===== src/sd_host_pkg.sv =====
// =====================================================================
// sd host command path definitions
// response type encoding, frame lengths, error flags and the CRC7
// generator shared by the transmitter, receiver and top level
// =====================================================================

`default_nettype none

package sd_host_pkg;

  // what the receiver expects after a command
  typedef enum logic [1:0] {
    RSP_NONE  = 2'd0,
    RSP_SHORT = 2'd1,  // R1, R3, R6, R7
    RSP_LONG  = 2'd2   // R2 (CID / CSD)
  } rsp_type_e;

  // frame lengths on the CMD line, start and end bit included
  localparam int CMD_FRAME_LEN = 48;
  localparam int RSP_SHORT_LEN = 48;
  localparam int RSP_LONG_LEN  = 136;

  // response error flags, msb first
  typedef struct packed {
    logic timeout;  // no start bit within the timeout window
    logic crc;      // crc7 mismatch, short responses only
    logic end_bit;  // end bit was 0
    logic index;    // echoed index differs from the command
  } err_flags_t;

  // x^7 + x^3 + 1 with the x^7 term dropped
  localparam logic [6:0] CRC7_POLY = 7'h09;

endpackage

`default_nettype wire


===== src/sd_clk_generator.sv =====
// =====================================================================
// sd clock generator
// divides clk_i down to the sd bus clock and marks its rising and
// falling edges with one-cycle strobes in the clk_i domain
// =====================================================================

`default_nettype none

module sd_clk_generator (
  input  logic       clk_i,
  input  logic       software_reset_cmd_q,
  input  logic       sd_clk_en_i,
  input  logic [7:0] sd_clk_div_i,  // half period is div + 1 cycles
  output logic       sd_clk_o,
  output logic       clk_en_p_o,
  output logic       clk_en_n_o
);

  logic [7:0] half_cnt_q;
  logic       sd_clk_q;
  logic       toggle;

  // >= so that lowering the divider on the fly cannot stall the count
  assign toggle = sd_clk_en_i && (half_cnt_q >= sd_clk_div_i);

  // strobes line up with the clk_i edge that moves sd_clk_o
  assign clk_en_p_o = toggle && !sd_clk_q;  // clock is about to rise
  assign clk_en_n_o = toggle && sd_clk_q;   // clock is about to fall

  always_ff @(posedge clk_i) begin
    if (software_reset_cmd_q) begin
      half_cnt_q <= '0;
      sd_clk_q   <= 1'b0;
    end else if (!sd_clk_en_i) begin
      half_cnt_q <= '0;  // park low, restart a full half period later
      sd_clk_q   <= 1'b0;
    end else if (toggle) begin
      half_cnt_q <= '0;
      sd_clk_q   <= !sd_clk_q;
    end else begin
      half_cnt_q <= half_cnt_q + 8'd1;
    end
  end

  assign sd_clk_o = sd_clk_q;

endmodule

`default_nettype wire


===== src/sd_cmd_host.sv =====
// =====================================================================
// sd command host
// command line of an sd host controller: clock generation, command
// transmission and response reception, sequenced from a start pulse
// to a single done pulse
// =====================================================================

`default_nettype none

module sd_cmd_host
  import sd_host_pkg::*;
#(
  parameter int RspTimeout = 64
) (
  input  logic         clk_i,
  input  logic         software_reset_cmd_q,
  input  logic         sd_clk_en_i,
  input  logic [7:0]   sd_clk_div_i,
  input  logic         cmd_start_i,
  input  logic [5:0]   cmd_index_i,
  input  logic [31:0]  cmd_arg_i,
  input  rsp_type_e    rsp_type_i,
  input  logic         sd_cmd_i,
  output logic         sd_clk_o,
  output logic         sd_cmd_o,
  output logic         sd_cmd_en_o,
  output logic         cmd_busy_o,
  output logic         cmd_done_o,
  output logic [127:0] rsp_o,
  output err_flags_t   err_o
);

  logic      clk_en_p, clk_en_n;
  logic      tx_start, tx_done;
  logic      rx_arm, rx_done;
  logic      busy_q;
  rsp_type_e rsp_type_q;
  logic [5:0] index_q;  // compared against the echoed index

  assign tx_start   = cmd_start_i && !busy_q;  // starts while busy are dropped
  assign rx_arm     = tx_done && (rsp_type_q != RSP_NONE);
  assign cmd_done_o = (tx_done && (rsp_type_q == RSP_NONE)) || rx_done;

  always_ff @(posedge clk_i) begin
    if (software_reset_cmd_q) begin
      busy_q <= 1'b0;
    end else if (tx_start) begin
      busy_q     <= 1'b1;
      rsp_type_q <= rsp_type_i;
      index_q    <= cmd_index_i;
    end else if (cmd_done_o) begin
      busy_q <= 1'b0;
    end
  end

  assign cmd_busy_o = busy_q;

  sd_clk_generator i_sd_clk_generator (
    .clk_i,
    .software_reset_cmd_q,
    .sd_clk_en_i,
    .sd_clk_div_i,
    .sd_clk_o,
    .clk_en_p_o (clk_en_p),
    .clk_en_n_o (clk_en_n)
  );

  sd_cmd_tx i_sd_cmd_tx (
    .clk_i,
    .software_reset_cmd_q,
    .clk_en_n_i  (clk_en_n),
    .start_i     (tx_start),
    .cmd_index_i,
    .cmd_arg_i,
    .sd_cmd_o,
    .sd_cmd_en_o,
    .done_o      (tx_done)
  );

  sd_rsp_rx #(
    .RspTimeout (RspTimeout)
  ) i_sd_rsp_rx (
    .clk_i,
    .software_reset_cmd_q,
    .clk_en_p_i  (clk_en_p),
    .arm_i       (rx_arm),
    .rsp_type_i  (rsp_type_q),
    .cmd_index_i (index_q),
    .sd_cmd_i,
    .done_o      (rx_done),
    .rsp_o,
    .err_o
  );

endmodule

`default_nettype wire


===== src/sd_cmd_tx.sv =====
// =====================================================================
// sd command transmitter
// shifts a 48-bit command frame onto the CMD line on falling sd clock
// edges, appends the crc7 and end bit, then releases the line
// =====================================================================

`default_nettype none

module sd_cmd_tx
  import sd_host_pkg::*;
(
  input  logic        clk_i,
  input  logic        software_reset_cmd_q,
  input  logic        clk_en_n_i,
  input  logic        start_i,
  input  logic [5:0]  cmd_index_i,
  input  logic [31:0] cmd_arg_i,
  output logic        sd_cmd_o,
  output logic        sd_cmd_en_o,
  output logic        done_o
);

  localparam int CrcStart = CMD_FRAME_LEN - 8;  // first crc bit position
  localparam int EndPos   = CMD_FRAME_LEN - 1;

  logic [39:0] frame_q;  // start, transmission, index, argument
  logic [5:0]  bit_cnt_q;
  logic        active_q;
  logic        cmd_q;
  logic        cmd_en_q;
  logic        done_q;
  logic        load;
  logic        crc_shift;
  logic [2:0]  crc_sel;
  logic [6:0]  crc;

  assign load      = start_i && !active_q;
  assign crc_shift = active_q && clk_en_n_i && (bit_cnt_q < 6'(CrcStart));
  assign crc_sel   = 3'(6'(CMD_FRAME_LEN - 2) - bit_cnt_q);  // 6 down to 0

  sd_crc7 i_crc7 (
    .clk_i,
    .software_reset_cmd_q,
    .clear_i (load),
    .shift_i (crc_shift),
    .bit_i   (frame_q[39]),
    .crc_o   (crc)
  );

  always_ff @(posedge clk_i) begin
    done_q <= 1'b0;
    if (software_reset_cmd_q) begin
      active_q  <= 1'b0;
      bit_cnt_q <= '0;
      cmd_q     <= 1'b1;  // idle level
      cmd_en_q  <= 1'b0;
    end else if (load) begin
      active_q  <= 1'b1;
      bit_cnt_q <= '0;
      frame_q   <= {1'b0, 1'b1, cmd_index_i, cmd_arg_i};
    end else if (active_q && clk_en_n_i) begin
      bit_cnt_q <= bit_cnt_q + 6'd1;
      if (bit_cnt_q < 6'(CrcStart)) begin
        cmd_q    <= frame_q[39];
        cmd_en_q <= 1'b1;
        frame_q  <= {frame_q[38:0], 1'b0};
      end else if (bit_cnt_q < 6'(EndPos)) begin
        cmd_q <= crc[crc_sel];  // msb first
      end else if (bit_cnt_q == 6'(EndPos)) begin
        cmd_q <= 1'b1;  // end bit
      end else begin
        // end bit has been on the line for a full period
        cmd_en_q <= 1'b0;
        active_q <= 1'b0;
        done_q   <= 1'b1;
      end
    end
  end

  assign sd_cmd_o    = cmd_q;
  assign sd_cmd_en_o = cmd_en_q;
  assign done_o      = done_q;

endmodule

`default_nettype wire


===== src/sd_crc7.sv =====
// =====================================================================
// serial crc7
// bitwise crc7 accumulator for command and response frames
// =====================================================================

`default_nettype none

module sd_crc7
  import sd_host_pkg::*;
(
  input  logic       clk_i,
  input  logic       software_reset_cmd_q,
  input  logic       clear_i,  // start of a new frame
  input  logic       shift_i,  // one frame bit per strobe
  input  logic       bit_i,
  output logic [6:0] crc_o
);

  logic [6:0] crc_q;
  logic       feedback;

  assign feedback = bit_i ^ crc_q[6];

  always_ff @(posedge clk_i) begin
    if (software_reset_cmd_q || clear_i) begin
      crc_q <= '0;
    end else if (shift_i) begin
      crc_q <= {crc_q[5:0], 1'b0} ^ (feedback ? CRC7_POLY : 7'h00);
    end
  end

  assign crc_o = crc_q;

endmodule

`default_nettype wire


===== src/sd_rsp_rx.sv =====
// =====================================================================
// sd response receiver
// waits for the card's start bit, shifts in a short or long response
// on rising sd clock edges and reports timeout, crc, end bit and
// index errors
// =====================================================================

`default_nettype none

module sd_rsp_rx
  import sd_host_pkg::*;
#(
  parameter int RspTimeout = 64  // rising edges to wait for a start bit
) (
  input  logic         clk_i,
  input  logic         software_reset_cmd_q,
  input  logic         clk_en_p_i,
  input  logic         arm_i,
  input  rsp_type_e    rsp_type_i,
  input  logic [5:0]   cmd_index_i,
  input  logic         sd_cmd_i,
  output logic         done_o,
  output logic [127:0] rsp_o,
  output err_flags_t   err_o
);

  localparam int TmoW = $clog2(RspTimeout + 1);

  typedef enum logic [1:0] {
    RX_IDLE,
    RX_WAIT,
    RX_RECV
  } rx_state_e;

  rx_state_e      state_q;
  logic [TmoW-1:0] tmo_cnt_q;
  logic [7:0]     bit_cnt_q;  // position of the bit being sampled
  logic [126:0]   shift_q;
  logic [127:0]   rsp_q;
  rsp_type_e      type_q;
  logic [5:0]     index_q;
  err_flags_t     err_q;
  logic           done_q;
  logic [7:0]     last_bit;
  logic           crc_shift;
  logic [6:0]     crc;

  assign last_bit = (type_q == RSP_LONG) ? 8'(RSP_LONG_LEN - 1) : 8'(RSP_SHORT_LEN - 1);

  // start bit leaves a cleared crc at zero, so bits 1..39 are enough
  assign crc_shift = (state_q == RX_RECV) && clk_en_p_i && (type_q == RSP_SHORT)
                     && (bit_cnt_q <= 8'(RSP_SHORT_LEN - 9));

  sd_crc7 i_crc7 (
    .clk_i,
    .software_reset_cmd_q,
    .clear_i (arm_i),
    .shift_i (crc_shift),
    .bit_i   (sd_cmd_i),
    .crc_o   (crc)
  );

  always_ff @(posedge clk_i) begin
    done_q <= 1'b0;
    if (software_reset_cmd_q) begin
      state_q   <= RX_IDLE;
      tmo_cnt_q <= '0;
      bit_cnt_q <= '0;
      err_q     <= '0;
    end else begin
      case (state_q)
        RX_IDLE: begin
          if (arm_i) begin
            state_q   <= RX_WAIT;
            tmo_cnt_q <= '0;
            type_q    <= rsp_type_i;
            index_q   <= cmd_index_i;
          end
        end
        RX_WAIT: begin
          if (clk_en_p_i) begin
            if (!sd_cmd_i) begin
              state_q   <= RX_RECV;  // start bit
              bit_cnt_q <= 8'd1;
            end else if (tmo_cnt_q == TmoW'(RspTimeout - 1)) begin
              state_q <= RX_IDLE;
              done_q  <= 1'b1;
              rsp_q   <= '0;
              err_q   <= '{timeout: 1'b1, default: 1'b0};
            end else begin
              tmo_cnt_q <= tmo_cnt_q + 1'b1;
            end
          end
        end
        RX_RECV: begin
          if (clk_en_p_i) begin
            bit_cnt_q <= bit_cnt_q + 8'd1;
            shift_q   <= {shift_q[125:0], sd_cmd_i};
            if (bit_cnt_q == last_bit) begin
              // shift_q holds frame bits N-2..1, sd_cmd_i is the end bit
              state_q       <= RX_IDLE;
              done_q        <= 1'b1;
              err_q.timeout <= 1'b0;
              err_q.end_bit <= !sd_cmd_i;
              if (type_q == RSP_LONG) begin
                rsp_q       <= {shift_q, 1'b0};  // payload 127..1
                err_q.crc   <= 1'b0;
                err_q.index <= 1'b0;
              end else begin
                rsp_q       <= {96'd0, shift_q[38:7]};  // argument field
                err_q.crc   <= (shift_q[6:0] != crc);
                err_q.index <= (shift_q[44:39] != index_q);
              end
            end
          end
        end
        default: state_q <= RX_IDLE;
      endcase
    end
  end

  assign done_o = done_q;
  assign rsp_o  = rsp_q;
  assign err_o  = err_q;

endmodule

`default_nettype wire


===== config.mk =====
export PLATFORM = sky130hd
export DESIGN_NAME = sd_cmd_host
export DESIGN_NICKNAME = d
export VERILOG_FILES = /design/src/sd_host_pkg.sv /design/src/sd_clk_generator.sv /design/src/sd_cmd_host.sv /design/src/sd_cmd_tx.sv /design/src/sd_crc7.sv /design/src/sd_rsp_rx.sv
export SDC_FILE = /design/constraint.sdc
export NUM_CORES = 1
export LEC_CHECK = 0
export BUFFER_PORTS_ARGS = -buffer_cell sky130_fd_sc_hd__buf_2
export CORE_ASPECT_RATIO = 0.7
export CORE_MARGIN = 4
export CORE_UTILIZATION = 46
export DETAILED_ROUTE_END_ITERATION = 8
export GPL_TIMING_DRIVEN = 1
export PLACE_DENSITY = 0.68
export SKIP_CTS_REPAIR_TIMING = 1
export SLEW_MARGIN = 10
export SYNTH_ARGS = -nofsm -noshare
export SYNTH_HDL_FRONTEND = slang
export SYNTH_SLANG_ARGS = --single-unit

===== constraint.sdc =====
create_clock -name clk_i -period 20.1 [get_ports clk_i]
set_input_delay 4.02 -clock clk_i [delete_from_list [all_inputs] [get_ports clk_i]]
set_output_delay 4.02 -clock clk_i [all_outputs]
set_load 0.01 [all_outputs]

==> results.json, run 1 <==
{
  "grt_max_degree": 104,
  "p_switching_uw": 287,
  "rsz0062_at_grt": "no",
  "routabilityCongestion": 0.806,
  "clkPwrFrac_pct": 42.0,
  "timing.rr.start": "i_sd_rsp_rx.state_q[0]$_SDFFE_PP0P_",
  "cp.required_ns": 20.22,
  "synth_nets": 980,
  "ir_drop_v": 0.0000543,
  "clock_path_buffers": 3,
  "r2r_cells": 7,
  "relSlewSlack_pct": 22.1,
  "vias": 8248,
  "pin_count": 190,
  "nFillCells": 2413,
  "path_buf_inv": 5,
  "tns_ns": 0,
  "ys.flop_type": "edfxtp_1",
  "antenna_found_initial": 9,
  "io_buffers": 189,
  "layout_commonest_cell": "edfxtp_1",
  "postLayoutCoreUtil_pct": 54.9,
  "coreArea_um2": 30200,
  "holdPathStages": 0,
  "grt_usage_pct": 16.6,
  "die_y_um": 155,
  "p_leak_nw": 6.41,
  "synth_warnings": 0,
  "async_reset_ff_share_pct": 0,
  "vias_per_cell": 5.38,
  "power_switching_share_pct": 19.5,
  "dieArea_um2": 33700,
  "cts_sinks": 367,
  "synth.ff_latch_count": 367,
  "worst_pin_slew_ns": 1.17,
  "rows": 53,
  "internal_power_mw": 1.18,
  "synth_seq_area_share_pct": 73.8,
  "path_depth": 10,
  "syn_inst": 912,
  "status": "finished, final reports clean",
  "p_comb_share_pct": 2.0,
  "cpMostUsedCell": "buf_4",
  "fin_crit_ns": 6.91,
  "drtIter0Drc": 648,
  "layout.nets": 1163,
  "end_kind": "flip-flop",
  "ant_nets": 0,
  "drc": 0,
  "cap_violations": 0,
  "cp_cell_sequence": "buf_2 -> inv_1 -> ha_1 -> nand4_2 -> o31ai_4 -> buf_4 -> nand3_1 -> nor3b_2 -> buf_4 -> buf_4",
  "cp_slowest_cell": "buf_4",
  "timing.final.crit_share_pct": 34.4,
  "cts_tree": "done",
  "syn_area_per_cell_um2": 15.5,
  "fin_worst_skew_ns": 0.0203,
  "grt_pass1_wl_mm": 44.8,
  "arrival_ns": 7.03,
  "worstHoldPathType": "reg2reg",
  "clk_pin_slew_ns": 0.06,
  "dp_hpwl_mm": 18.4,
  "routedWlPerCell_um": 18.7,
  "area_delta_synth_final_pct": 16.9,
  "power_density_nw_per_um2": 88.7,
  "maxSlewViolCount": 0,
  "numCtsBuffers": 35,
  "synth_edf_count": 311,
  "cp_top_family": "buffers and inverters",
  "worstHoldStart": "index_q[1]$_DFFE_PP_",
  "gr-total-overflow": 0,
  "dr.pass1.iters": 4,
  "slowest_delay_ns": 0.90,
  "critical_path_class": "in2reg",
  "cp-start-kind": "input pin",
  "seqPwrFrac_pct": 56.0,
  "critical_path.max_fanout": 82,
  "yosys.cell_types.count": 66,
  "initial_utilization_pct": 47.0,
  "crit_path_start": "sd_clk_div_i[6]",
  "layout-drive-gt1-share_pct": 27.6,
  "setup_viol": 0,
  "clock-root-buffer": "clkbuf_16",
  "hold_violations": 0,
  "dieWidth_um": 218,
  "insertion_delay_ns": 0.51,
  "final_cell_mix": "311 x edfxtp_1, 189 x buf_2, 103 x and3_1",
  "drt_wl_total_mm": 28.7,
  "htreeDepth": 2,
  "mappedNetlistArea_um2": 14200,
  "first_global_vias": 8065,
  "fmax_ghz": 0.145
}
## path summary, 6_finish.rpt
check                                             end  slack [ns]
setup / recovery  i_sd_rsp_rx.rsp_o[71]$_SDFFCE_PN0P_       13.19
hold / removal       i_sd_rsp_rx.index_q[1]$_DFFE_PP_        0.42
setup reg to reg    i_sd_rsp_rx.shift_q[68]$_DFFE_PP_       15.96
hold reg to reg      i_sd_rsp_rx.index_q[1]$_DFFE_PP_        0.42
## cell families after synthesis
kind of cell | share of synthesized area (%)
DFF | 73.8
and+or+nand+nor | 10.5
AOI/OAI and AO/OA | 6.24
buffers and inverters | 2.34
muxes | 4.32
xor gates and xnor gates | 1.54
adders and majority gates | 1.32
## per-layer routing
layer / track usage (%) / vias to the layer above / share of wire, %
met1: 24.2 / 4038 / 47
met4: 4.72 / 16 / 2.5
met5: 0 / - / 0.36
met3: 5.35 / 57 / 8.4
met2: 24.1 / 260 / 42
li1: - / 3877 / -
## through the flow
| step | instances | instance area, um^2 | worst slack (ns) | hold slack (ns) | power [mW] |
|---|---|---|---|---|---|
| after detailed placement | 1470 | 15500 | 12.64 | 0.405 | 0.869 |
| after CTS | 1531 | 16600 | 13.17 | 0.420 | 1.49 |
| after global routing | 1532 | 16600 | 12.93 | 0.433 | 1.53 |
| final | 1532 | 16600 | 13.19 | 0.418 | 1.47 |
| after global placement | 1470 | 15500 | 12.69 | 0.405 | 0.868 |
| after floorplan | 912 | 14200 | 2.13 | 0.400 | 0.859 |
## cells in the mapped netlist (9+ instances only)
| library cell | instances | area [um^2] |
|---|---|---|
| edfxtp_1 | 311 | 9340 |
| and3_1 | 103 | 644 |
| dfxtp_1 | 56 | 1120 |
| clkbuf_1 | 44 | 165 |
| mux2_2 | 40 | 450 |
| nand2_1 | 38 | 143 |
| a22o_1 | 31 | 272 |
| inv_1 | 27 | 101 |
| nor2_1 | 25 | 93.8 |
| a21oi_1 | 23 | 115 |
| nand3_1 | 21 | 105 |
| ha_1 | 15 | 188 |
| nand4_1 | 15 | 93.8 |
| xnor2_1 | 15 | 131 |
| mux2i_1 | 14 | 140 |
| a31oi_1 | 10 | 62.6 |
| xor2_1 | 10 | 87.6 |
| o31ai_1 | 9 | 67.6 |
## flip-flops by register name, indices dropped and copies added (netlist names), 7 cells and up
name                           cells
i_sd_cmd_tx.frame_q               40
i_sd_rsp_rx.shift_q              127
i_sd_rsp_rx.tmo_cnt_q              7
i_sd_rsp_rx.bit_cnt_q              8
i_sd_clk_generator.half_cnt_q      8
i_sd_rsp_rx.rsp_o                128
i_sd_rsp_rx.i_crc7.crc_o           7
i_sd_cmd_tx.i_crc7.crc_o           7
## final cells by class
class	instances	area, um^2	area share (%)
sequential	367	10500	63.1
multi-input combinational	464	3420	20.6
timing repair buffer	199	1020	6.16
clock buffer	45	913	5.51
tap	412	515	3.11
clock inverter	16	139	0.838
inverter	28	105	0.634
antenna	1	2.50	0.0151
## power groups by stage
stage	clock network [mW]	registers, mW	logic, mW
after detailed placement	0	0.840	0.0291
after floorplan	0	0.839	0.0194
after global placement	0	0.840	0.0282
final	0.618	0.824	0.0288
after CTS	0.636	0.824	0.0293
after global routing	0.670	0.823	0.0318
(Power assumes the default switching activity.)
==> run 2, diff against run 1 <==
Settings changed: PLACE_DENSITY 0.68 to 0.71.
Clock period 20.1 ns to 6.3 ns, I/O delays scaled along.
==> results.json, run 2 (synthesized netlist as in run 1, its figures left out) <==
{
  "largest_reg_flops": 128,
  "critical_path.max_fanout": 128,
  "cp_cell_sequence": "buf_2 -> inv_1 -> ha_4 -> a21oi_1 -> o21a_1 -> o31ai_4 -> buf_4 -> nand3_1 -> nor3b_4 -> buf_12",
  "maxSlewViolCount": 0,
  "drt_wl_total_mm": 28.3,
  "first_global_vias": 8025,
  "die_y_um": 155,
  "routabilityCongestion": 0.829,
  "area_delta_synth_final_pct": 18.6,
  "stdcell_count": 1535,
  "antenna_found_initial": 7,
  "setup_slack_ns": 2.93,
  "final_cell_mix": "311 x edfxtp_1, 189 x buf_2, 103 x and3_1",
  "timing.final.crit_share_pct": 53.4,
  "dieArea_um2": 33700,
  "fin_crit_ns": 3.37,
  "p_switching_uw": 938,
  "ant_nets": 0,
  "setup_viol": 0,
  "dr.pass1.iters": 5,
  "dp_hpwl_mm": 17.6,
  "power_switching_share_pct": 19.1,
  "grt_usage_pct": 16.3,
  "layout_commonest_cell": "edfxtp_1",
  "cp-start-kind": "input pin",
  "hold_violations": 0,
  "cts_sinks": 367,
  "clock-root-buffer": "clkbuf_16",
  "seqCellArea_um2": 10500,
  "fmax_ghz": 0.297,
  "nFillCells": 2393,
  "p_comb_share_pct": 2.0,
  "arrival_ns": 3.51,
  "relSlewSlack_pct": 21.5,
  "pin_count": 190,
  "cp.required_ns": 6.44,
  "cts_tree": "done",
  "worstHoldPathType": "reg2reg",
  "place_inst": 1468,
  "grt_pass1_wl_mm": 44.0,
  "insertion_delay_ns": 0.52,
  "io_buffers": 189,
  "end_kind": "flip-flop",
  "multiInputGateArea_um2": 3520,
  "status": "finished, final reports clean",
  "clkPwrFrac_pct": 44.4,
  "vias": 8222,
  "seqPwrFrac_pct": 53.7,
  "ir_drop_v": 0.000175,
  "slowest_delay_ns": 0.48,
  "pre_cts_slack_ns": 2.46,
  "r2r_setup_slack_ns": 3.29,
  "coreArea_um2": 30200,
  "vias_per_cell": 5.36,
  "holdWs_ns": 0.419,
  "clk_pin_slew_ns": 0.06,
  "internal_power_mw": 3.96,
  "cp_slowest_cell": "buf_12",
  "drc": 0,
  "critical_path_class": "in2reg",
  "gr-total-overflow": 0,
  "numCtsBuffers": 36,
  "initial_utilization_pct": 47.0,
  "clock_path_buffers": 3,
  "layout-drive-gt1-share_pct": 28.2,
  "grt_max_degree": 129,
  "power_density_nw_per_um2": 291,
  "fin_worst_skew_ns": 0.0183,
  "dieWidth_um": 218,
  "routedWlPerCell_um": 18.4,
  "drtIter0Drc": 673,
  "worst_pin_slew_ns": 1.18,
  "p_leak_nw": 6.49,
  "rows": 53,
  "power.total_mw": 4.90,
  "layout.nets": 1162,
  "rsz0062_at_grt": "no",
  "htreeDepth": 2,
  "cap_violations": 0
}
run 2: cell types whose count changed in the layout (fill, tap and decap cells not counted), sizes merged:
cell / before / now
clkinv: 11 / 10
inv: 28 / 30
clkinvlp: 3 / 0
clkbuf: 45 / 48
buf: 199 / 197
bufinv: 2 / 5
diode: 1 / 2
run 2: final timing paths:
| kind | from | end | cells after the start |
|---|---|---|---|
| worst max-delay path | sd_clk_div_i[5] | i_sd_rsp_rx.rsp_o[53]$_SDFFCE_PN0P_ | 10 |
| worst min-delay path | index_q[1]$_DFFE_PP_ | i_sd_rsp_rx.index_q[1]$_DFFE_PP_ | 0 |
| worst max register to register | i_sd_clk_generator.half_cnt_q[0]$_SDFF_PP0_ | i_sd_rsp_rx.rsp_o[53]$_SDFFCE_PN0P_ | 9 |
| worst min register to register | index_q[1]$_DFFE_PP_ | i_sd_rsp_rx.index_q[1]$_DFFE_PP_ | 0 |
run 2: cell type report:
cell class              count  area share, %
flip-flops and latches    367           62.2
multi-input cells         464           20.9
repair buffers            197           6.13
clock buffers              48           5.75
well taps                 412           3.07
clock inverters            17           1.27
inverters                  28          0.625
diodes                      2         0.0298
run 2: critical path: cells and delay by family:
family / cells / cell delay [ns]
buffers and inverters: 4 / 0.92
and+or+nand+nor: 2 / 0.45
adders and majority gates: 1 / 0.28
AOI/OAI and AO/OA: 3 / 0.40
run 2: power groups by stage:
stage	combinational, mW	clock (mW)	sequential (mW)
final	0.0960	2.17	2.63
after global routing	0.106	2.33	2.63
after CTS	0.0973	2.23	2.63
after detailed placement	0.0971	0	2.68
after global placement	0.0947	0	2.68
after floorplan	0.0663	0	2.68
run 2: per-stage QoR:
stage / area (um^2) / setup TNS, ns / utilization (%)
detailed placement: 15600 / 0 / 51.8
CTS: 16800 / 0 / 55.7
floorplan: 14300 / -65.80 / -
finish: 16800 / 0 / 55.7
global placement: 15600 / 0 / 51.8
global route: 16800 / 0 / 55.7
run 2: layer usage:
metal / GRT usage [%] / vias up / part of all wire [%]
met3: 4.96 / 63 / 8.0
met1: 24.1 / 3963 / 47
met2: 23.1 / 293 / 42
li1: - / 3891 / -
met5: 0 / - / 0.29
met4: 5.26 / 12 / 2.6
==> run 3, diff against run 2 <==
Settings changed: PLACE_DENSITY 0.71 to 0.68.
Clock period 6.3 ns to 3.1 ns, I/O delays scaled along.
==> results.json, run 3 (synthesized netlist as in run 1, its figures left out) <==
{
  "status": "finished, final reports clean",
  "postLayoutCoreUtil_pct": 57.0,
  "coreArea_um2": 30200,
  "clock_path_buffers": 3,
  "use_met3_pct": 5.33,
  "stdcell_count": 1557,
  "r2r-end": "i_sd_rsp_rx.shift_q[38]$_DFFE_PP_",
  "nFillCells": 2330,
  "area_delta_synth_final_pct": 21.4,
  "cts_tree": "done",
  "grt_max_degree": 99,
  "power.total_mw": 10.1,
  "relSlewSlack_pct": 23.4,
  "gr-total-overflow": 0,
  "grt_usage_pct": 16.8,
  "clkPwrFrac_pct": 45.2,
  "pin_count": 190,
  "drtIter0Drc": 757,
  "die_y_um": 155,
  "use_met2_pct": 23.0,
  "fmax_ghz": 0.390,
  "fin_worst_skew_ns": 0.0202,
  "dieArea_um2": 33700,
  "holdWs_ns": 0.274,
  "busiest_layer": "met1",
  "tns_ns": 0,
  "layout_commonest_cell": "edfxtp_1",
  "dr.pass1.iters": 5,
  "end_kind": "flip-flop",
  "drt_wl_total_mm": 28.9,
  "hold_violations": 0,
  "worstHoldPathType": "in2reg",
  "arrival_ns": 2.78,
  "pre_cts_slack_ns": 0.264,
  "first_global_vias": 7864,
  "timing.final.crit_share_pct": 82.7,
  "clock-root-buffer": "clkbuf_16",
  "grt_use_met1_pct": 25.7,
  "final_area_um2": 17200,
  "vias": 8327,
  "initial_utilization_pct": 47.0,
  "htreeDepth": 2,
  "diodes": 0,
  "final_cell_mix": "311 x edfxtp_1, 189 x buf_2, 103 x and3_1",
  "setup_viol": 0,
  "p_comb_share_pct": 2.1,
  "internal_power_mw": 8.21,
  "vias_per_cell": 5.35,
  "seqCellArea_um2": 10500,
  "power_switching_share_pct": 19.0,
  "p_switching_mw": 1.92,
  "numCtsBuffers": 36,
  "place_inst": 1493,
  "cts_sinks": 367,
  "multiInputGateArea_um2": 3530,
  "drc": 0,
  "ir_drop_v": 0.000497,
  "worst_pin_slew_ns": 1.14,
  "placed_cell_area_um2": 16000,
  "antenna_found_initial": 8,
  "routabilityCongestion": 0.796,
  "r2r_setup_slack_ns": 0.54,
  "layout-drive-gt1-share_pct": 30.4,
  "critical_path_class": "reg2reg",
  "setup_slack_ns": 0.537,
  "cp-start-kind": "flip-flop",
  "rsz0062_at_grt": "no",
  "clk_pin_slew_ns": 0.07,
  "routedWlPerCell_um": 18.5,
  "ant_nets": 0,
  "cap_violations": 0,
  "seqPwrFrac_pct": 52.7,
  "fin_crit_ns": 2.56,
  "layout.nets": 1187,
  "crit_end": "i_sd_rsp_rx.shift_q[38]$_DFFE_PP_",
  "critical_path.max_fanout": 40,
  "cp.required_ns": 3.32,
  "dp_hpwl_mm": 19.2,
  "r2r_cells": 8,
  "rows": 53,
  "p_leak_nw": 6.67,
  "crit_path_start": "i_sd_clk_generator.half_cnt_q[0]$_SDFF_PP0_",
  "largest_reg_flops": 128,
  "insertion_delay_ns": 0.52,
  "maxSlewViolCount": 0,
  "dieWidth_um": 218,
  "grt_pass1_wl_mm": 44.7,
  "timing.rr.start": "i_sd_clk_generator.half_cnt_q[0]$_SDFF_PP0_",
  "power_density_nw_per_um2": 589,
  "io_buffers": 189
}
run 3: changes by cell type in the layout (fill, tap and decap cells not counted), sizes merged:
cell / delta
inv: -3
bufinv: +1
diode: -2
clkbuf: -1
clkinvlp: +2
buf: +25
run 3: routing by layer:
metal	wire (um)	vias to the layer above
met3	2440	53
met1	13800	4038
met2	11900	285
met5	103	-
li1	-	3935
met4	615	16
run 3: worst max-delay path, cell delays in order, from the launching register on:
cell and delay [ns]:
dfxtp_1 0.39, inv_1 0.10, ha_4 0.26, nand2b_4 0.11, a2111oi_4 0.08, o31a_1 0.43
nor4_4 0.36, buf_12 0.29, buf_12 0.20
run 3: worst min path at each step:
stage                          from                               end  slack [ns]  depth (start not counted)
3_3_place_gp   index_q[1]$_DFFE_PP_  i_sd_rsp_rx.index_q[1]$_DFFE_PP_        0.40                          0
3_5_place_dp   index_q[0]$_DFFE_PP_  i_sd_rsp_rx.index_q[0]$_DFFE_PP_        0.41                          0
6_report              rsp_type_i[1]           rsp_type_q[1]$_DFFE_PP_        0.27                          1
5_1_grt               rsp_type_i[1]           rsp_type_q[1]$_DFFE_PP_        0.24                          1
2_1_floorplan  index_q[0]$_DFFE_PP_  i_sd_rsp_rx.index_q[0]$_DFFE_PP_        0.40                          0
4_1_cts               rsp_type_i[1]           rsp_type_q[1]$_DFFE_PP_        0.24                          1
run 3: power groups by stage:
stage / sequential (mW) / combinational (mW) / clock (mW)
finish: 5.34 / 0.208 / 4.59
global route: 5.34 / 0.228 / 4.91
CTS: 5.34 / 0.210 / 4.69
detailed placement: 5.45 / 0.210 / 0
global placement: 5.45 / 0.205 / 0
floorplan: 5.44 / 0.135 / 0
run 3: cell type report:
| cell class | count | share of cell area [%] |
|---|---|---|
| flip-flops and latches | 367 | 60.8 |
| multi-input cells | 464 | 20.5 |
| repair buffers | 222 | 7.81 |
| clock buffers | 47 | 5.78 |
| well taps | 412 | 3.00 |
| clock inverters | 17 | 1.50 |
| inverters | 28 | 0.611 |
